File: config.mk
export PLATFORM = sky130hd
export DESIGN_NAME = udp_mii_tx
export DESIGN_NICKNAME = d
export VERILOG_FILES = /design/src/hw/udp_tx_pkg.sv /design/src/hw/phy_ref_clk_gen.sv /design/src/hw/ip_header_checksum.sv /design/src/hw/frame_nibble_source.sv /design/src/hw/fcs_crc.sv /design/src/hw/mii_tx_sequencer.sv /design/src/hw/udp_mii_tx.sv
export SDC_FILE = /design/constraint.sdc
export NUM_CORES = 1
export LEC_CHECK = 0
export ABC_AREA = 1
export BUFFER_PORTS_ARGS = -buffer_cell sky130_fd_sc_hd__buf_2
export CORE_MARGIN = 3
export CORE_UTILIZATION = 45
export DETAILED_ROUTE_END_ITERATION = 8
export PLACE_DENSITY = 0.65
export SYNTH_ARGS = -nofsm -noshare
export SYNTH_HDL_FRONTEND = slang
export SYNTH_SLANG_ARGS = --single-unit
File: constraint.sdc
create_clock -name clk -period 10.8 [get_ports clk]
set_input_delay 0.54 -clock clk [delete_from_list [all_inputs] [get_ports clk]]
set_output_delay 0.54 -clock clk [all_outputs]
set_load 0.005 [all_outputs]
File: src/hw/udp_tx_pkg.sv
`default_nettype none

package udp_tx_pkg;

    // Payload size is fixed for this transmitter
    localparam int DATA_BYTES = 4;

    // Header and trailer sizes in bytes
    localparam int MAC_HEADER_BYTES = 14;
    localparam int IP_HEADER_BYTES = 20;
    localparam int UDP_HEADER_BYTES = 8;
    localparam int FCS_BYTES = 4;

    // Zero bytes that round headers plus payload up to a multiple of four
    localparam int PAD_BYTES =
        (4 - ((MAC_HEADER_BYTES + IP_HEADER_BYTES + UDP_HEADER_BYTES + DATA_BYTES) % 4)) % 4;

    // Frame body without the FCS
    localparam int FRAME_BYTES =
        MAC_HEADER_BYTES + IP_HEADER_BYTES + UDP_HEADER_BYTES + DATA_BYTES + PAD_BYTES;
    localparam int FRAME_NIBBLES = 2 * FRAME_BYTES;

    // Preamble is fifteen 0x5 nibbles and the SFD closing nibble
    localparam int PREAMBLE_NIBBLES = 16;
    localparam int FCS_NIBBLES = 2 * FCS_BYTES;

    // Interframe gap in tx_clk periods
    localparam int GAP_NIBBLES = 40;

    // Length fields of the IP and UDP headers
    localparam int IP_TOTAL_LENGTH = IP_HEADER_BYTES + UDP_HEADER_BYTES + DATA_BYTES;
    localparam int UDP_LENGTH = UDP_HEADER_BYTES + DATA_BYTES;

    // Fixed header field values
    localparam logic [15:0] ETHER_TYPE_IPV4 = 16'h0800;
    localparam logic [7:0] IP_VERSION_IHL = 8'h45;
    localparam logic [7:0] IP_TOS = 8'h0C;
    localparam logic [15:0] IP_IDENT = 16'h0000;
    localparam logic [15:0] IP_FLAGS_OFFSET = 16'h0000;
    localparam logic [7:0] IP_TTL = 8'hFF;
    localparam logic [7:0] IP_PROTOCOL_UDP = 8'h11;
    localparam logic [15:0] UDP_CHECKSUM = 16'h0000;

    // Byte offset of the IP header checksum within the frame
    localparam int IP_CHECKSUM_OFFSET = MAC_HEADER_BYTES + 10;

    // Cycles from checksum start to result
    localparam int CHECKSUM_LATENCY = 2;

    // clk cycles per PHY reference clock period
    localparam int REF_CLK_DIVIDER = 4;

    // Field widths
    typedef logic [47:0] mac_addr_t;
    typedef logic [31:0] ip_addr_t;
    typedef logic [15:0] udp_port_t;
    typedef logic [15:0] checksum_t;
    typedef logic [DATA_BYTES*8-1:0] payload_t;
    typedef logic [3:0] nibble_t;
    typedef logic [31:0] crc_t;
    typedef logic [$clog2(FRAME_NIBBLES+1)-1:0] nibble_index_t;

    // Reflected CRC-32, all ones at start
    localparam crc_t CRC_POLYNOMIAL = 32'hEDB8_8320;
    localparam crc_t CRC_INIT = 32'hFFFF_FFFF;

    // Preamble and SFD nibbles as they appear on tx_d
    localparam nibble_t PREAMBLE_NIBBLE = 4'h5;
    localparam nibble_t SFD_LAST_NIBBLE = 4'hD;

    // Transmit sequencer states
    typedef enum logic [2:0] {
        IDLE,
        CHECKSUM,
        PREAMBLE,
        FRAME,
        FCS,
        GAP
    } tx_state_t;

endpackage

`default_nettype wire

File: src/hw/phy_ref_clk_gen.sv
`timescale 1ns/1ps
`default_nettype none

module phy_ref_clk_gen (
    input  logic clk,
    input  logic reset,
    output logic ref_clk
);

    // Position within one reference clock period
    logic [$clog2(udp_tx_pkg::REF_CLK_DIVIDER)-1:0] count;

    always_ff @(posedge clk) begin
        if (reset) begin
            count <= '0;
            ref_clk <= 1'b0;
        end else begin
            // Wrap at the divider
            if (count == $bits(count)'(udp_tx_pkg::REF_CLK_DIVIDER - 1)) begin
                count <= '0;
            end else begin
                count <= count + 1'b1;
            end
            // High over the upper half of the count
            ref_clk <= count >= $bits(count)'(udp_tx_pkg::REF_CLK_DIVIDER / 2);
        end
    end

    // Edges of ref_clk follow only the wrap point and the half point
    assert property (@(posedge clk) disable iff (reset)
        $changed(ref_clk) |->
            ($past(count) == '0 ||
             $past(count) == $bits(count)'(udp_tx_pkg::REF_CLK_DIVIDER / 2)));

endmodule

`default_nettype wire

File: src/hw/ip_header_checksum.sv
`timescale 1ns/1ps
`default_nettype none

module ip_header_checksum (
    input  logic                  clk,
    input  logic                  start,
    input  udp_tx_pkg::ip_addr_t  src_ip,
    input  udp_tx_pkg::ip_addr_t  dest_ip,
    output udp_tx_pkg::checksum_t checksum
);

    // Nine 16-bit words fit in 20 bits
    logic [19:0] word_sum;
    logic [16:0] fold_once;
    logic [15:0] fold_twice;

    // Stage one, sum of all header words except the checksum itself
    always_ff @(posedge clk) begin
        if (start) begin
            word_sum <= 20'({udp_tx_pkg::IP_VERSION_IHL, udp_tx_pkg::IP_TOS})
                + 20'(udp_tx_pkg::IP_TOTAL_LENGTH)
                + 20'(udp_tx_pkg::IP_IDENT)
                + 20'(udp_tx_pkg::IP_FLAGS_OFFSET)
                + 20'({udp_tx_pkg::IP_TTL, udp_tx_pkg::IP_PROTOCOL_UDP})
                + 20'(src_ip[31:16])
                + 20'(src_ip[15:0])
                + 20'(dest_ip[31:16])
                + 20'(dest_ip[15:0]);
        end
    end

    // End-around carry, the second fold absorbs a carry out of the first
    always_comb begin
        fold_once = 17'(word_sum[15:0]) + 17'(word_sum[19:16]);
        fold_twice = fold_once[15:0] + 16'(fold_once[16]);
    end

    // Stage two, one's complement of the folded sum
    always_ff @(posedge clk) begin
        checksum <= ~fold_twice;
    end

endmodule

`default_nettype wire

File: src/hw/frame_nibble_source.sv
`timescale 1ns/1ps
`default_nettype none

module frame_nibble_source (
    input  logic                      clk,
    input  logic                      reset,
    input  logic                      load,
    input  udp_tx_pkg::mac_addr_t     src_mac,
    input  udp_tx_pkg::mac_addr_t     dest_mac,
    input  udp_tx_pkg::ip_addr_t      src_ip,
    input  udp_tx_pkg::ip_addr_t      dest_ip,
    input  udp_tx_pkg::udp_port_t     src_port,
    input  udp_tx_pkg::udp_port_t     dest_port,
    input  udp_tx_pkg::payload_t      payload,
    input  udp_tx_pkg::nibble_index_t nibble_index,
    output udp_tx_pkg::nibble_t       nibble
);

    // First frame byte sits in the top byte of the register
    logic [udp_tx_pkg::FRAME_BYTES*8-1:0] frame;
    logic [udp_tx_pkg::FRAME_BYTES*8-1:0] frame_shifted;
    logic [$bits(udp_tx_pkg::nibble_index_t)+1:0] bit_offset;
    logic [7:0] byte_sel;
    logic [1:0] load_delay;
    udp_tx_pkg::checksum_t header_checksum;

    ip_header_checksum checksum0 (
        .clk      (clk),
        .start    (load),
        .src_ip   (src_ip),
        .dest_ip  (dest_ip),
        .checksum (header_checksum)
    );

    // Tracks the checksum pipeline so the result lands on its second cycle
    always_ff @(posedge clk) begin
        if (reset) begin
            load_delay <= '0;
        end else begin
            load_delay <= {load_delay[0], load};
        end
    end

    always_ff @(posedge clk) begin
        if (load) begin
            // Fields in wire order, checksum slot zero until the result arrives
            frame <= {dest_mac, src_mac, udp_tx_pkg::ETHER_TYPE_IPV4,
                      udp_tx_pkg::IP_VERSION_IHL, udp_tx_pkg::IP_TOS,
                      16'(udp_tx_pkg::IP_TOTAL_LENGTH),
                      udp_tx_pkg::IP_IDENT, udp_tx_pkg::IP_FLAGS_OFFSET,
                      udp_tx_pkg::IP_TTL, udp_tx_pkg::IP_PROTOCOL_UDP, 16'h0000,
                      src_ip, dest_ip,
                      src_port, dest_port, 16'(udp_tx_pkg::UDP_LENGTH),
                      udp_tx_pkg::UDP_CHECKSUM,
                      payload, {(udp_tx_pkg::PAD_BYTES*8){1'b0}}};
        end else if (load_delay[1]) begin
            frame[(udp_tx_pkg::FRAME_BYTES - udp_tx_pkg::IP_CHECKSUM_OFFSET - 2)*8 +: 16]
                <= header_checksum;
        end
    end

    // Byte number times eight
    always_comb begin
        bit_offset = {nibble_index[$bits(udp_tx_pkg::nibble_index_t)-1:1], 3'b000};
        // Selected byte moves to the top, indices past the frame read zero
        frame_shifted = frame << bit_offset;
        byte_sel = frame_shifted[udp_tx_pkg::FRAME_BYTES*8-1 -: 8];
        // Low nibble goes out first
        nibble = nibble_index[0] ? byte_sel[7:4] : byte_sel[3:0];
    end

endmodule

`default_nettype wire

File: src/hw/fcs_crc.sv
`timescale 1ns/1ps
`default_nettype none

module fcs_crc (
    input  logic                clk,
    input  logic                crc_clear,
    input  logic                crc_step,
    input  udp_tx_pkg::nibble_t nibble,
    output udp_tx_pkg::crc_t    fcs
);

    udp_tx_pkg::crc_t crc;
    udp_tx_pkg::crc_t crc_next;

    // Four reflected shifts, data LSB first
    always_comb begin
        crc_next = crc;
        for (int b = 0; b < 4; b++) begin
            if (crc_next[0] ^ nibble[b]) begin
                crc_next = (crc_next >> 1) ^ udp_tx_pkg::CRC_POLYNOMIAL;
            end else begin
                crc_next = crc_next >> 1;
            end
        end
    end

    always_ff @(posedge clk) begin
        if (crc_clear) begin
            crc <= udp_tx_pkg::CRC_INIT;
        end else if (crc_step) begin
            crc <= crc_next;
        end
    end

    // Transmitted FCS is the complemented remainder
    assign fcs = ~crc;

endmodule

`default_nettype wire

File: src/hw/mii_tx_sequencer.sv
`timescale 1ns/1ps
`default_nettype none

module mii_tx_sequencer (
    input  logic                      clk,
    input  logic                      reset,
    input  logic                      send,
    input  logic                      tx_clk,
    input  udp_tx_pkg::nibble_t       source_nibble,
    input  udp_tx_pkg::crc_t          fcs,
    output logic                      load,
    output logic                      crc_clear,
    output logic                      crc_step,
    output udp_tx_pkg::nibble_index_t nibble_index,
    output logic                      ready,
    output logic                      tx_en,
    output udp_tx_pkg::nibble_t       tx_d
);

    udp_tx_pkg::tx_state_t state;
    udp_tx_pkg::nibble_index_t counter;
    logic send_prev;
    logic tx_clk_prev;
    logic send_rise;
    logic tx_fall;
    logic start_frame;

    // Edge detectors, send_prev starts high so a held send is no edge
    always_ff @(posedge clk) begin
        if (reset) begin
            send_prev <= 1'b1;
            tx_clk_prev <= 1'b0;
        end else begin
            send_prev <= send;
            tx_clk_prev <= tx_clk;
        end
    end

    assign send_rise = send && !send_prev;
    assign tx_fall = tx_clk_prev && !tx_clk;

    // Edges while busy are dropped
    assign start_frame = (state == udp_tx_pkg::IDLE) && ready && send_rise;

    assign load = start_frame;
    // CRC restarts while the checksum settles
    assign crc_clear = state == udp_tx_pkg::CHECKSUM;
    // Fold each frame nibble as it is registered onto tx_d
    assign crc_step = (state == udp_tx_pkg::FRAME) && tx_fall;
    assign nibble_index = counter;

    always_ff @(posedge clk) begin
        if (reset) begin
            state <= udp_tx_pkg::IDLE;
            counter <= '0;
            ready <= 1'b0;
            tx_en <= 1'b0;
            tx_d <= '0;
        end else begin
            case (state)
                udp_tx_pkg::IDLE: begin
                    if (start_frame) begin
                        ready <= 1'b0;
                        counter <= '0;
                        state <= udp_tx_pkg::CHECKSUM;
                    end else begin
                        ready <= 1'b1;
                    end
                end
                udp_tx_pkg::CHECKSUM: begin
                    // Header checksum lands in the frame before leaving
                    if (counter == $bits(counter)'(udp_tx_pkg::CHECKSUM_LATENCY - 1)) begin
                        counter <= '0;
                        state <= udp_tx_pkg::PREAMBLE;
                    end else begin
                        counter <= counter + 1'b1;
                    end
                end
                udp_tx_pkg::PREAMBLE: if (tx_fall) begin
                    tx_en <= 1'b1;
                    if (counter == $bits(counter)'(udp_tx_pkg::PREAMBLE_NIBBLES - 1)) begin
                        tx_d <= udp_tx_pkg::SFD_LAST_NIBBLE;
                        counter <= '0;
                        state <= udp_tx_pkg::FRAME;
                    end else begin
                        tx_d <= udp_tx_pkg::PREAMBLE_NIBBLE;
                        counter <= counter + 1'b1;
                    end
                end
                udp_tx_pkg::FRAME: if (tx_fall) begin
                    tx_d <= source_nibble;
                    if (counter == $bits(counter)'(udp_tx_pkg::FRAME_NIBBLES - 1)) begin
                        counter <= '0;
                        state <= udp_tx_pkg::FCS;
                    end else begin
                        counter <= counter + 1'b1;
                    end
                end
                udp_tx_pkg::FCS: if (tx_fall) begin
                    // One extra fall drops tx_en after the last FCS nibble
                    if (counter == $bits(counter)'(udp_tx_pkg::FCS_NIBBLES)) begin
                        tx_en <= 1'b0;
                        tx_d <= '0;
                        counter <= '0;
                        state <= udp_tx_pkg::GAP;
                    end else begin
                        // Low byte first, low nibble first
                        tx_d <= fcs[{counter[2:0], 2'b00} +: 4];
                        counter <= counter + 1'b1;
                    end
                end
                udp_tx_pkg::GAP: if (tx_fall) begin
                    if (counter == $bits(counter)'(udp_tx_pkg::GAP_NIBBLES - 1)) begin
                        ready <= 1'b1;
                        counter <= '0;
                        state <= udp_tx_pkg::IDLE;
                    end else begin
                        counter <= counter + 1'b1;
                    end
                end
                default: state <= udp_tx_pkg::IDLE;
            endcase
        end
    end

    // Line is quiet whenever no frame is on the wire
    assert property (@(posedge clk) disable iff (reset)
        (state == udp_tx_pkg::IDLE || state == udp_tx_pkg::GAP) |-> !tx_en);

    // Ready only while waiting for a send edge
    assert property (@(posedge clk) disable iff (reset)
        ready |-> state == udp_tx_pkg::IDLE);

endmodule

`default_nettype wire

File: src/hw/udp_mii_tx.sv
`timescale 1ns/1ps
`default_nettype none

module udp_mii_tx (
    input  logic                  clk,
    input  logic                  reset,
    input  logic                  send,
    input  udp_tx_pkg::mac_addr_t src_mac,
    input  udp_tx_pkg::mac_addr_t dest_mac,
    input  udp_tx_pkg::ip_addr_t  src_ip,
    input  udp_tx_pkg::ip_addr_t  dest_ip,
    input  udp_tx_pkg::udp_port_t src_port,
    input  udp_tx_pkg::udp_port_t dest_port,
    input  udp_tx_pkg::payload_t  payload,
    input  logic                  tx_clk,
    output logic                  ready,
    output logic                  eth_rstn,
    output logic                  ref_clk,
    output logic                  tx_en,
    output udp_tx_pkg::nibble_t   tx_d
);

    logic load;
    logic crc_clear;
    logic crc_step;
    udp_tx_pkg::nibble_index_t nibble_index;
    udp_tx_pkg::nibble_t source_nibble;
    udp_tx_pkg::crc_t fcs;

    // PHY held in reset only while the design is
    always_ff @(posedge clk) begin
        if (reset) begin
            eth_rstn <= 1'b0;
        end else begin
            eth_rstn <= 1'b1;
        end
    end

    phy_ref_clk_gen ref_clk_gen0 (
        .clk     (clk),
        .reset   (reset),
        .ref_clk (ref_clk)
    );

    frame_nibble_source source0 (
        .clk          (clk),
        .reset        (reset),
        .load         (load),
        .src_mac      (src_mac),
        .dest_mac     (dest_mac),
        .src_ip       (src_ip),
        .dest_ip      (dest_ip),
        .src_port     (src_port),
        .dest_port    (dest_port),
        .payload      (payload),
        .nibble_index (nibble_index),
        .nibble       (source_nibble)
    );

    // Sees the same nibble stream the sequencer puts on tx_d
    fcs_crc crc0 (
        .clk       (clk),
        .crc_clear (crc_clear),
        .crc_step  (crc_step),
        .nibble    (source_nibble),
        .fcs       (fcs)
    );

    mii_tx_sequencer sequencer0 (
        .clk           (clk),
        .reset         (reset),
        .send          (send),
        .tx_clk        (tx_clk),
        .source_nibble (source_nibble),
        .fcs           (fcs),
        .load          (load),
        .crc_clear     (crc_clear),
        .crc_step      (crc_step),
        .nibble_index  (nibble_index),
        .ready         (ready),
        .tx_en         (tx_en),
        .tx_d          (tx_d)
    );

endmodule

`default_nettype wire

==> out/results.tsv, run 1 <==
stage	metric	value	unit
outcome	outcome	completed	
detailed_routing	number of iterations in the first detailed-routing pass	5	
floorplan	Initial Util	45.71	%
final_layout	FILL cells	3367	
floorplan	Die X-Extent	198.8	µm
final_layout	Seq. cell area	9062	µm²
logic_synthesis	top cell type by total area after synthesis	edfxtp_1	
clocking	Clock Tree Root	clkbuf_16	
floorplan	die height	198.8	µm
timing	Max Fclk	247.4	MHz
clocking	CTS tree	done	
detailed_routing	remaining antenna violation count	0	
placed_design	input/output buffers	235	
detailed_routing	Post-Route WL	49080	µm
placed_design	DP Wirelength	35170	µm
final_layout	multi-input logic area	6329	µm²
timing	Final Hold Viols	0	
worst_setup_path	WP data required	11100	ps
clocking	H-tree depth	2	
timing	Slew Limit Fails	0	
floorplan	die area	39540	µm²
worst_setup_path	max incr delay on CP	600	ps
clocking	post-CTS setup buffer count	0	
final_layout	share of cells above drive strength 1	16.60	%
clocking	clk_lat worst skew	560	ps
grt	initial antenna violation count	0	
worst_setup_path	Largest delay share family, worst path	adder cells	
logic_synthesis	Distinct cells, synth	49	
worst_setup_path	Arr. time, crit path	4340	ps
detailed_routing	DR iter-0 viols	1166	
worst_setup_path	WS Path Type	input port to flip-flop	
final_layout	commonest non-fill, non-tap cell in the layout	nand2_1	
clocking	CTS sink count	331	
pwr	worst vdd ir	106.0	µV
timing	Sum Neg Setup Slack	0	ps
logic_synthesis	Main synth FF type	edfxtp_1	
logic_synthesis	Yosys reg bits	331	
timing	RSZ-0062 raised after global routing	no	
logic_synthesis	Post-Syn Instances	1839	
timing	period utilization	37.42	%
grt	vias in the first global route	12750	
timing	Post-Route Skew	17.19	ps
floorplan	Rows	70	
clocking	post_cts resized	0	
timing	setup violators final	0	
grt	gr usage total	24.37	%
detailed_routing	Vias	13490	
min_path	Worst Hold Class	input port to flip-flop	
floorplan	I/O pins	236	
pwr	P_leak	8.750	nW
final_layout	most frequent cells in the layout	nand2_1 (376), inv_1 (264), edfxtp_1 (243)	
logic_synthesis	ys async rst share	0	%
logic_synthesis	Area contributors post-synth	edfxtp_1 (44%), dfxtp_1 (11%), nand2_1 (8.4%)	
grt	gr ovfl total	0	
final_layout	fin cells	2569	
clocking	hold buffer count at cts	0	
placed_design	Final GP Congestion	0.9442	
pwr	power per cell area	197.9	nW/µm²
worst_setup_path	Critical path buffers and inverters	4	
worst_setup_path	CP max-delay cell	o41ai_1	
detailed_routing	Via-to-Cell Ratio	5.249	
floorplan	core area	36610	µm²
final_layout	NumNets Final	2360	
logic_synthesis	Post-Syn Area	16730	µm²
job	maxcap violations	0	
worst_setup_path	Crit Path Max Fanout	4	
worst_setup_path	Critical Path End Type	flip-flop	
logic_synthesis	Avg Inst Size Synth	9.100	µm²
logic_synthesis	YS warnings	0	
logic_synthesis	number of synthesized flops with an enable pin	243	
timing	min cycle time layout	4042	ps
timing	Slew HR	18.89	%
worst_setup_path	CP cell instances	buf_2, a21oi_1, nand3_1, nand3_1, o21ai_0, nand2_1, nor2_1, xor2_1, inv_1, fa_1, inv_1, fa_1, inv_1, ha_1, nand2_1, o41ai_1, nand3_1, nand2_1, xor2_1	
detailed_routing	Residual DRC	0	
logic_synthesis	sequential share of the synthesized area	54.13	%
grt	largest net degree at the start of global routing	183	
placed_design	placed instance count	2493	
logic_synthesis	Yosys top cell area share	43.60	%
worst_setup_path	CP Launch Type	input port	
final_layout	layout overhead on the synthesized area	17.10	%
detailed_routing	Avg WL per Cell	19.10	µm
logic_synthesis	Synthesized Nets	2133	
clocking	clock transition at the registers of the reported paths	60	ps
clocking	number of buffers created by CTS	39	
timing	Worst-Margin Slew	1212	ps
grt	first-pass GRT wire length	73110	µm
clocking	clock buffer depth	3	
-- through the flow --
| stage | utilization [%] | cell area, µm² | hold slack [ps] | power [mW] | setup WS [ps] |
|---|---|---|---|---|---|
| 6_report | 53.53 | 19600 | 156.3 | 3.878 | 6758 |
| 5_1_grt | 53.49 | 19580 | 128.2 | 4.093 | 6370 |
| 4_1_cts | 53.49 | 19580 | 116.2 | 3.895 | 6746 |
| 3_5_place_dp | 49.90 | 18270 | 431.3 | 2.543 | 6207 |
| 3_3_place_gp | 49.90 | 18270 | 431.8 | 2.523 | 6289 |
| 2_1_floorplan | - | 16730 | 388.3 | 2.275 | 2435 |
-- registers in the layout, summed over array words and instances (netlist names) --
register / count
source0.checksum0.checksum: 16
eth_rstn: 1
sequencer0.tx_clk_prev: 1
crc0.crc: 32
sequencer0.nibble_index: 7
sequencer0.ready: 1
ref_clk_gen0.ref_clk: 1
source0.frame: 240
sequencer0.send_prev: 1
source0.load_delay: 2
sequencer0.state: 3
ref_clk_gen0.count: 2
sequencer0.tx_en: 1
source0.checksum0.word_sum: 19
sequencer0.tx_d: 4
-- final cells by class --
cell class	instances	area share [%]
Sequential cell	331	46.25
Multi-Input combinational cell	1177	32.29
Timing Repair Buffer	246	6.487
Clock buffer	50	5.689
Inverter	271	5.210
Tap cell	468	2.988
Clock inverter	21	1.022
Antenna cell	5	0.06385
-- power by group --
part           internal (mW)  switching, mW
clock network          0.805          0.538
logic                  0.322          0.650
registers               1.51         0.0575
-- cell families (layout without fill, tap and decap cells) --
kind of cell	Yosys count	after routing	share of synthesized area, %
AOI/OAI and AO/OA	264	264	8.628
xor gates and xnor gates	52	52	2.722
adders and majority gates	66	66	6.415
buffers and inverters	331	588	8.082
DFF	331	331	54.13
other	0	5	0
and+or+nand+nor	795	795	20.02
-- cells in the mapped netlist (17+ instances only) --
master,number
edfxtp_1,243
nand2_1,376
clkbuf_1,19
ha_1,33
o211ai_1,28
fa_1,33
xor2_1,43
inv_1,264
nor2_1,227
nand3_1,114
a21oi_1,96
o21ai_1,43
nand2_2,17
buf_2,20
dfxtp_1,88
o21ai_0,78
-- metal layers --
layer / share of wire (%) / GRT usage [%] / routed length (µm) / vias to the layer above
met4: 2.7 / 7.210 / 1328 / 0
met1: 43 / 33.98 / 21240 / 6409
met2: 46 / 38.27 / 22410 / 526
li1: - / - / - / 6471
met5: 0 / 0 / 0 / -
met3: 8.4 / 5.606 / 4100 / 79
-- worst reg2reg max path, cell delays in order (launching register included) --
cell,delay (ps)
dfxtp_4,370
clkinv_2,330
buf_4,510
buf_4,550
ha_1,300
nand2_1,180
nand3_1,210
o21ai_1,110
nand2_1,110
nand2_1,100
nand2_1,110
nand2_1,90
nand2_1,120
nand2_1,70
nand2_2,190
nand2_1,80
nand2_1,240
nand2_1,90
nand3_1,90
nand2_1,50
-- worst paths after layout --
| kind | slack, ps | startpoint | to | cells past startpoint |
|---|---|---|---|---|
| max reg2reg | 6790 | sequencer0.nibble_index[1] | crc0.crc[26] | 19 |
| max | 6760 | src_ip[16] | source0.checksum0.word_sum[16] | 19 |
| min | 160 | src_mac[42] | source0.frame[330] | 1 |
| min reg2reg | 440 | source0.checksum0.checksum[15] | source0.frame[191] | 2 |
No activity file was read; power rests on OpenSTA's default activity.
==> run 2, diff against run 1 <==
--- a/config.mk
+++ b/config.mk
@@ -5,12 +5,12 @@
 export SDC_FILE = /design/constraint.sdc
 export NUM_CORES = 1
 export LEC_CHECK = 0
-export ABC_AREA = 1
+export ABC_AREA = 0
 export BUFFER_PORTS_ARGS = -buffer_cell sky130_fd_sc_hd__buf_2
 export CORE_MARGIN = 3
 export CORE_UTILIZATION = 45
 export DETAILED_ROUTE_END_ITERATION = 8
-export PLACE_DENSITY = 0.65
+export PLACE_DENSITY = 0.68
 export SYNTH_ARGS = -nofsm -noshare
 export SYNTH_HDL_FRONTEND = slang
 export SYNTH_SLANG_ARGS = --single-unit
==> constraint.sdc (replaced) <==
create_clock -name clk -period 3.6 [get_ports clk]
set_input_delay 0.18 -clock clk [delete_from_list [all_inputs] [get_ports clk]]
set_output_delay 0.18 -clock clk [all_outputs]
set_load 0.005 [all_outputs]
==> out/results.tsv, run 2 <==
stage	metric	value	unit	change
outcome	outcome	completed		unchanged
job	maxcap violations	0		unchanged
grt	initial antenna violation count	0		unchanged
final_layout	most frequent cells in the layout	edfxtp_1 (243), buf_2 (235), dlygate4sd3_1 (225)		was nand2_1 (376), inv_1 (264), edfxtp_1 (243)
logic_synthesis	Main synth FF type	edfxtp_1		unchanged
pwr	power per cell area	524.6	nW/µm²	was 197.9 nW/µm²
timing	Post-Route Skew	13.61	ps	was 17.19 ps
placed_design	worst slack, placed	-563.2	ps	was 6207 ps
floorplan	Initial Util	45.98	%	was 45.71%
floorplan	core area	34800	µm²	was 36610 µm²
floorplan	Die X-Extent	194.6	µm	was 198.8 µm
worst_setup_path	WP data required	3890	ps	was 11100 ps
pwr	NetSw	3.230	mW	was 1.245 mW
floorplan	Rows	68		was 70
placed_design	Final GP Congestion	0.9022		was 0.9442
pwr	Gate power share	26.3	%	was 25.1%
logic_synthesis	main combinational cell family by area after synthesis	multiplexers		was simple AND/OR/NAND/NOR gates
floorplan	die height	194.6	µm	was 198.8 µm
worst_setup_path	Arr. time, crit path	3870	ps	was 4340 ps
detailed_routing	remaining antenna violation count	0		unchanged
worst_setup_path	Critical path buffers and inverters	4		unchanged
clocking	clock buffer depth	3		unchanged
worst_setup_path	Critical Path End Type	flip-flop		unchanged
timing	Slew HR	29.63	%	was 18.89%
timing	Max Fclk	279.0	MHz	
final_layout	commonest non-fill, non-tap cell in the layout	edfxtp_1		was nand2_1
logic_synthesis	Yosys reg bits	331		unchanged
logic_synthesis	Post-Syn Instances	1264		was 1839
min_path	Worst Hold Class	input port to flip-flop		unchanged
grt	routing usage on met3	4.386	%	was 5.606%
worst_setup_path	max incr delay on CP	550	ps	was 600 ps
grt	largest net degree at the start of global routing	141		was 183
detailed_routing	Residual DRC	0		unchanged
logic_synthesis	Distinct cells, synth	74		was 49
clocking	Clock Tree Root	clkbuf_16		unchanged
timing	setup violators final	0		unchanged
final_layout	Seq. cell area	9064	µm²	was 9062 µm²
grt	vias in the first global route	12760		was 12750
final_layout	antenna cells	0		was 5
logic_synthesis	Adder-Cell Fraction of Synth Area	6.709	%	was 6.415%
timing	worst-case hold slack	45.19	ps	was 156.3 ps
final_layout	NumNets Final	2087		was 2360
clocking	clock transition at the registers of the reported paths	60	ps	about the same
grt	met2 Track Usage GR	43.34	%	was 38.27%
timing	min cycle time layout	3584	ps	
min_path	Hold Path Depth	2		was 1
logic_synthesis	most common cell in the netlist	edfxtp_1		was nand2_1
worst_setup_path	CP max-delay cell	dlygate4sd3_1		was o41ai_1
final_layout	Largest regs	source0.frame (240), crc0.crc (32), source0.checksum0.word_sum (19)		unchanged
pwr	P_leak	8.361	nW	was 8.750 nW
logic_synthesis	top cell type by total area after synthesis	edfxtp_1		unchanged
detailed_routing	Via-to-Cell Ratio	5.417		was 5.249
clocking	CTS sink count	331		unchanged
pwr	clock power share	33.2	%	was 34.6%
logic_synthesis	Yosys top cell area share	45.61	%	was 43.60%
timing	Worst-Margin Slew	1054	ps	was 1212 ps
logic_synthesis	multiplexer share of the synthesized area	9.618	%	was 0%
placed_design	input/output buffers	235		unchanged
final_layout	fin cells	2275		was 2569
worst_setup_path	WS Path Type	input port to flip-flop		unchanged
logic_synthesis	Synth top cells by count	edfxtp_1 (243), inv_1 (94), mux2i_1 (93)		was nand2_1 (376), inv_1 (264), edfxtp_1 (243)
pwr	worst vdd ir	376.3	µV	was 106.0 µV
logic_synthesis	Synth Area in Compound Gates	9.415	%	was 8.628%
grt	first-pass GRT wire length	73530	µm	was 73110 µm
logic_synthesis	YS warnings	0		unchanged
pwr	Seq pwr share	40.6	%	was 40.3%
worst_setup_path	CP cell instances	dlygate4sd3_1, buf_2, and4_4, nand2_1, nand2b_1, nor2b_2, xnor2_1, fa_1, inv_1, fa_1, inv_1, ha_1, nand3_1, o31ai_2, o21a_1, nor2_1, xnor2_1		was buf_2, a21oi_1, nand3_1, nand3_1, o21ai_0, nand2_1, nor2_1, xor2_1, inv_1, fa_1, inv_1, fa_1, inv_1, ha_1, nand2_1, o41ai_1, nand3_1, nand2_1, xor2_1
logic_synthesis	Area contributors post-synth	edfxtp_1 (46%), dfxtp_1 (11%), mux2i_1 (5.8%)		was edfxtp_1 (44%), dfxtp_1 (11%), nand2_1 (8.4%)
logic_synthesis	Synthesized Nets	1558		was 2133
grt	most used routing layer	met2		unchanged
logic_synthesis	Post-Syn Area	16000	µm²	was 16730 µm²
floorplan	I/O pins	236		unchanged
final_layout	FILL cells	2551		was 3367
timing	Final Hold Viols	0		unchanged
clocking	number of buffers created by CTS	36		was 39
timing	Slew Limit Fails	0		unchanged
min_path	hold_sp	src_ip[16]		was src_mac[42]
clocking	H-tree depth	2		unchanged
logic_synthesis	sequential share of the synthesized area	56.62	%	was 54.13%
logic_synthesis	Synth Area in Simple Gates	8.125	%	was 20.02%
final_layout	Largest register FFs	240		unchanged
worst_setup_path	reg2reg path depth	10		was 19
logic_synthesis	ys async rst share	0	%	unchanged
floorplan	die area	37860	µm²	was 39540 µm²
final_layout	Most flops, register	source0.frame		unchanged
worst_setup_path	CP Depth	17		was 19
worst_setup_path	CP Launch Type	input port		unchanged
pwr	P_int	8.183	mW	was 2.632 mW
timing	Final Worst Setup Slack	16.15	ps	was 6758 ps
placed_design	DP Wirelength	32410	µm	was 35170 µm
timing	period utilization	99.55	%	
timing	RSZ-0062 raised after global routing	yes		was no
final_layout	share of cells above drive strength 1	25.16	%	was 16.60%
detailed_routing	DR iter-0 viols	942		was 1166
logic_synthesis	Avg Inst Size Synth	12.66	µm²	was 9.100 µm²
worst_setup_path	worst setup path startpoint	src_ip[25]		was src_ip[16]
worst_setup_path	Crit Path Max Fanout	3		was 4
clocking	CTS tree	done		unchanged
worst_setup_path	worst r2r src	source0.checksum0.word_sum[17]		was sequencer0.nibble_index[1]
detailed_routing	Vias	12320		was 13490
detailed_routing	Avg WL per Cell	21.24	µm	was 19.10 µm
final_layout	multi-input logic area	6425	µm²	was 6329 µm²
clocking	clk_lat worst skew	540	ps	was 560 ps
final_layout	layout overhead on the synthesized area	35.97	%	was 17.10%
detailed_routing	number of iterations in the first detailed-routing pass	5		unchanged
worst_setup_path	Largest delay share family, worst path	adder cells		unchanged
grt	gr usage total	25.10	%	was 24.37%
logic_synthesis	XOR/XNOR Fraction of Synth Area	5.185	%	was 2.721%
grt	GR Util met1	31.21	%	was 33.98%
logic_synthesis	number of synthesized flops with an enable pin	243		unchanged
detailed_routing	Post-Route WL	48310	µm	was 49080 µm
pwr	Switching Share	28.30	%	was 32.11%
grt	gr ovfl total	0		unchanged
placed_design	placed instance count	1984		was 2493
-- run 2: cell types whose count changed after synthesis, moves of 39 or more --
| cell | change |
|---|---|
| nand3_1 | -88 |
| o21ai_1 | -39 |
| nand2_1 | -305 |
| xnor2_1 | +40 |
| mux2i_1 | +93 |
| nor2_1 | -139 |
| o21ai_0 | -44 |
| inv_1 | -170 |
-- run 2: power by group through the flow --
stage / sequential (mW) / combinational (mW) / clock [mW]
2_1_floorplan: 4.63 / 1.83 / 0
3_3_place_gp: 4.69 / 2.58 / 0
3_5_place_dp: 4.70 / 2.65 / 0
4_1_cts: 4.62 / 2.88 / 3.83
5_1_grt: 4.65 / 3.27 / 4.01
6_report: 4.63 / 3.00 / 3.79
-- run 2: final timing paths --
path / end / slack, ps
min reg2reg: source0.load_delay[1] / 470
max: source0.checksum0.word_sum[16] / 20
max reg2reg: source0.checksum0.checksum[15] / 220
min: source0.frame[160] / 50
-- run 2: what timing repair did --
item                                   4_1_cts  5_1_grt
setup endpoints to repair                    1        7
gates resized for setup                      4       17
pin swaps                                    2        7
endpoints found under the hold margin      233        0
hold buffers                               225        0
setup buffers                                0        1
-- run 2: metal layers --
layer	wire [µm]	part of all wire [%]	vias to the layer above
met5	0	0	-
met4	2112	4.4	0
met3	3327	6.9	114
met2	23800	49	559
met1	19080	39	5978
li1	-	-	5672
-- run 2: logic make-up after synthesis --
kind of cell,count (synthesis)
buffers and inverters,151
xor gates and xnor gates,84
and+or+nand+nor,278
DFF,331
adders and majority gates,66
muxes,125
AOI/OAI and AO/OA,229
-- run 2: layout make-up --
| cell class | count | area share [%] |
|---|---|---|
| clock buffers | 52 | 4.647 |
| clock inverters | 13 | 0.8569 |
| inverters | 95 | 1.639 |
| multi-input cells | 782 | 29.53 |
| flip-flops and latches | 331 | 41.66 |
| well taps | 455 | 2.617 |
| repair buffers | 547 | 19.05 |
-- run 2: through the flow --
| step | TNS (ps) | total power [mW] | utilization [%] | cell area (µm²) |
|---|---|---|---|---|
| 6_report | 0 | 11.41 | 62.52 | 21760 |
| 4_1_cts | 0 | 11.33 | 62.30 | 21680 |
| 3_5_place_dp | -3147 | 7.348 | 52.33 | 18210 |
| 2_1_floorplan | -177.4 | 6.452 | - | 16090 |
| 3_3_place_gp | -2756 | 7.268 | 52.33 | 18210 |
| 5_1_grt | -196.8 | 11.93 | 62.52 | 21760 |
==> run 3, diff against run 2 <==
--- a/config.mk
+++ b/config.mk
@@ -7,6 +7,7 @@
 export LEC_CHECK = 0
 export ABC_AREA = 0
 export BUFFER_PORTS_ARGS = -buffer_cell sky130_fd_sc_hd__buf_2
+export CORE_ASPECT_RATIO = 2
 export CORE_MARGIN = 3
 export CORE_UTILIZATION = 45
 export DETAILED_ROUTE_END_ITERATION = 8
==> out/results.tsv, run 3 (synthesis gave the netlist of run 2 again) <==
stage	metric	value	unit	change
timing	Worst-Margin Slew	1072	ps	was 1054 ps
placed_design	DP Wirelength	36360	µm	was 32410 µm
detailed_routing	Post-Route WL	51200	µm	was 48310 µm
pwr	Switching Share	28.65	%	was 28.30%
detailed_routing	DR iter-0 viols	816		was 942
worst_setup_path	Crit Path Max Fanout	12		was 3
timing	period utilization	97.87	%	was 99.55%
detailed_routing	Vias	12610		was 12320
timing	worst-case hold slack	317.0	ps	was 45.19 ps
clocking	CTS sink count	331		unchanged
pwr	total power	11.04	mW	was 11.41 mW
floorplan	core area	35070	µm²	was 34800 µm²
floorplan	Die X-Extent	139.3	µm	was 194.6 µm
final_layout	Largest register FFs	240		unchanged
clocking	clock buffer depth	3		unchanged
grt	initial antenna violation count	3		was 0
placed_design	Final GP Congestion	0.9281		was 0.9022
clocking	clock transition at the registers of the reported paths	70	ps	was 60 ps
timing	RSZ-0062 raised after global routing	yes		unchanged
final_layout	commonest non-fill, non-tap cell in the layout	edfxtp_1		unchanged
grt	largest net degree at the start of global routing	177		was 141
detailed_routing	Via-to-Cell Ratio	5.499		was 5.417
pwr	power per cell area	504.5	nW/µm²	was 524.6 nW/µm²
placed_design	input/output buffers	235		unchanged
worst_setup_path	WS Path Type	flip-flop to flip-flop		was input port to flip-flop
pwr	clock power share	29.4	%	was 33.2%
final_layout	NumNets Final	2116		was 2087
timing	Final Hold Viols	0		unchanged
final_layout	Largest regs	source0.frame (240), crc0.crc (32), source0.checksum0.word_sum (19)		unchanged
timing	Final Worst Setup Slack	76.62	ps	was 16.15 ps
timing	Post-Route Skew	18.96	ps	was 13.61 ps
worst_setup_path	WP data required	4050	ps	was 3890 ps
worst_setup_path	Critical path buffers and inverters	2		was 4
pwr	P_int	7.873	mW	was 8.183 mW
job	maxcap violations	0		unchanged
clocking	number of buffers created by CTS	30		was 36
final_layout	FILL cells	2546		was 2551
pwr	Gate power share	28.6	%	was 26.3%
timing	setup violators final	0		unchanged
worst_setup_path	Arr. time, crit path	3970	ps	was 3870 ps
worst_setup_path	CP max-delay cell	nor3_1		was dlygate4sd3_1
floorplan	Rows	97		was 68
worst_setup_path	max incr delay on CP	880	ps	was 550 ps
timing	Slew HR	27.97	%	was 29.63%
worst_setup_path	CP cell instances	nor3_1, o21ai_0, buf_4, o211ai_1, o32ai_2, xor2_2, buf_4, xnor2_2, xnor2_2, xor2_1, o21ai_1		was dlygate4sd3_1, buf_2, and4_4, nand2_1, nand2b_1, nor2b_2, xnor2_1, fa_1, inv_1, fa_1, inv_1, ha_1, nand3_1, o31ai_2, o21a_1, nor2_1, xnor2_1
min_path	Worst Hold Class	input port to flip-flop		unchanged
floorplan	die height	272.7	µm	was 194.6 µm
clocking	Clock Tree Root	clkbuf_16		unchanged
pwr	P_leak	8.448	nW	was 8.361 nW
pwr	NetSw	3.162	mW	was 3.230 mW
worst_setup_path	Largest delay share family, worst path	simple AND/OR/NAND/NOR gates		was adder cells
detailed_routing	number of iterations in the first detailed-routing pass	5		unchanged
clocking	CTS tree	done		unchanged
outcome	outcome	completed		unchanged
final_layout	share of cells above drive strength 1	26.06	%	was 25.16%
final_layout	most frequent cells in the layout	edfxtp_1 (243), buf_2 (235), dlygate4sd3_1 (228)		was edfxtp_1 (243), buf_2 (235), dlygate4sd3_1 (225)
placed_design	worst slack, placed	-645.5	ps	was -563.2 ps
grt	first-pass GRT wire length	75990	µm	was 73530 µm
placed_design	placed instance count	2005		was 1984
final_layout	fin cells	2294		was 2275
timing	Max Fclk	283.8	MHz	was 279.0 MHz
floorplan	die area	37990	µm²	was 37860 µm²
grt	gr usage total	26.24	%	was 25.10%
clocking	H-tree depth	1		was 2
timing	Slew Limit Fails	0		unchanged
final_layout	layout overhead on the synthesized area	36.71	%	was 35.97%
final_layout	Most flops, register	source0.frame		unchanged
worst_setup_path	CP Launch Type	flip-flop		was input port
floorplan	I/O pins	236		unchanged
grt	gr ovfl total	0		unchanged
clocking	clk_lat worst skew	570	ps	was 540 ps
timing	min cycle time layout	3523	ps	was 3584 ps
worst_setup_path	R2R setup slack	80	ps	was 220 ps
detailed_routing	remaining antenna violation count	0		unchanged
worst_setup_path	Critical Path End Type	flip-flop		unchanged
grt	vias in the first global route	13590		was 12760
detailed_routing	Avg WL per Cell	22.32	µm	was 21.24 µm
detailed_routing	Residual DRC	0		unchanged
pwr	worst vdd ir	411.8	µV	was 376.3 µV
pwr	Seq pwr share	42.0	%	was 40.6%
floorplan	Initial Util	45.62	%	was 45.98%
==> run 3: area by class of cell <==
class | count | area [µm²] | share of cell area (%)
timing repair buffer | 582 | 4427 | 20.24
sequential | 331 | 9064 | 41.43
antenna | 3 | 7.507 | 0.03432
clock inverter | 21 | 192.7 | 0.8809
clock buffer | 35 | 790.8 | 3.615
inverter | 95 | 356.6 | 1.630
multi-input combinational | 782 | 6480 | 29.62
tap | 445 | 556.8 | 2.545
==> run 3: what timing repair did <==
action,in CTS,in global routing
pin swaps,0,11
resized for setup,1,25
hold buffers,228,0
setup endpoints to repair,1,8
hold endpoints to repair,235,0
buffers inserted,0,2
==> run 3: power by group through the flow <==
stage                     Combinational [mW]  Clock, mW  Sequential [mW]
final                                   3.16       3.24             4.64
after global routing                    3.43       3.44             4.66
after CTS                               3.01       3.28             4.63
after detailed placement                2.79          0             4.71
after global placement                  2.72          0             4.70
after floorplan                         1.83          0             4.63
==> run 3: path summary, 6_finish.rpt <==
| check | depth (start not counted) | from | endpoint |
|---|---|---|---|
| max | 11 | sequencer0.nibble_index[5] | crc0.crc[20] |
| min | 2 | dest_port[10] | source0.frame[90] |
| max reg2reg | 11 | sequencer0.nibble_index[5] | crc0.crc[20] |
| min reg2reg | 1 | ref_clk_gen0.count[0] | ref_clk_gen0.count[0] |
==> run 3: per-layer routing <==
layer / up-vias / track usage (%) / share of wire (%)
li1: 5732 / - / -
met1: 6190 / 24.02 / 31
met2: 485 / 52.01 / 57
met3: 207 / 2.714 / 3.3
met4: 0 / 18.81 / 8.5
met5: - / 0 / 0
==> run 3: metrics by stage <==
stage          setup TNS (ps)  utilization (%)  area (µm²)
6_report                    0            62.37       21870
5_1_grt                -77.78            62.37       21870
4_1_cts                     0            61.89       21710
3_5_place_dp            -4046            52.58       18440
3_3_place_gp            -3302            52.58       18440
2_1_floorplan          -177.4                -       16090
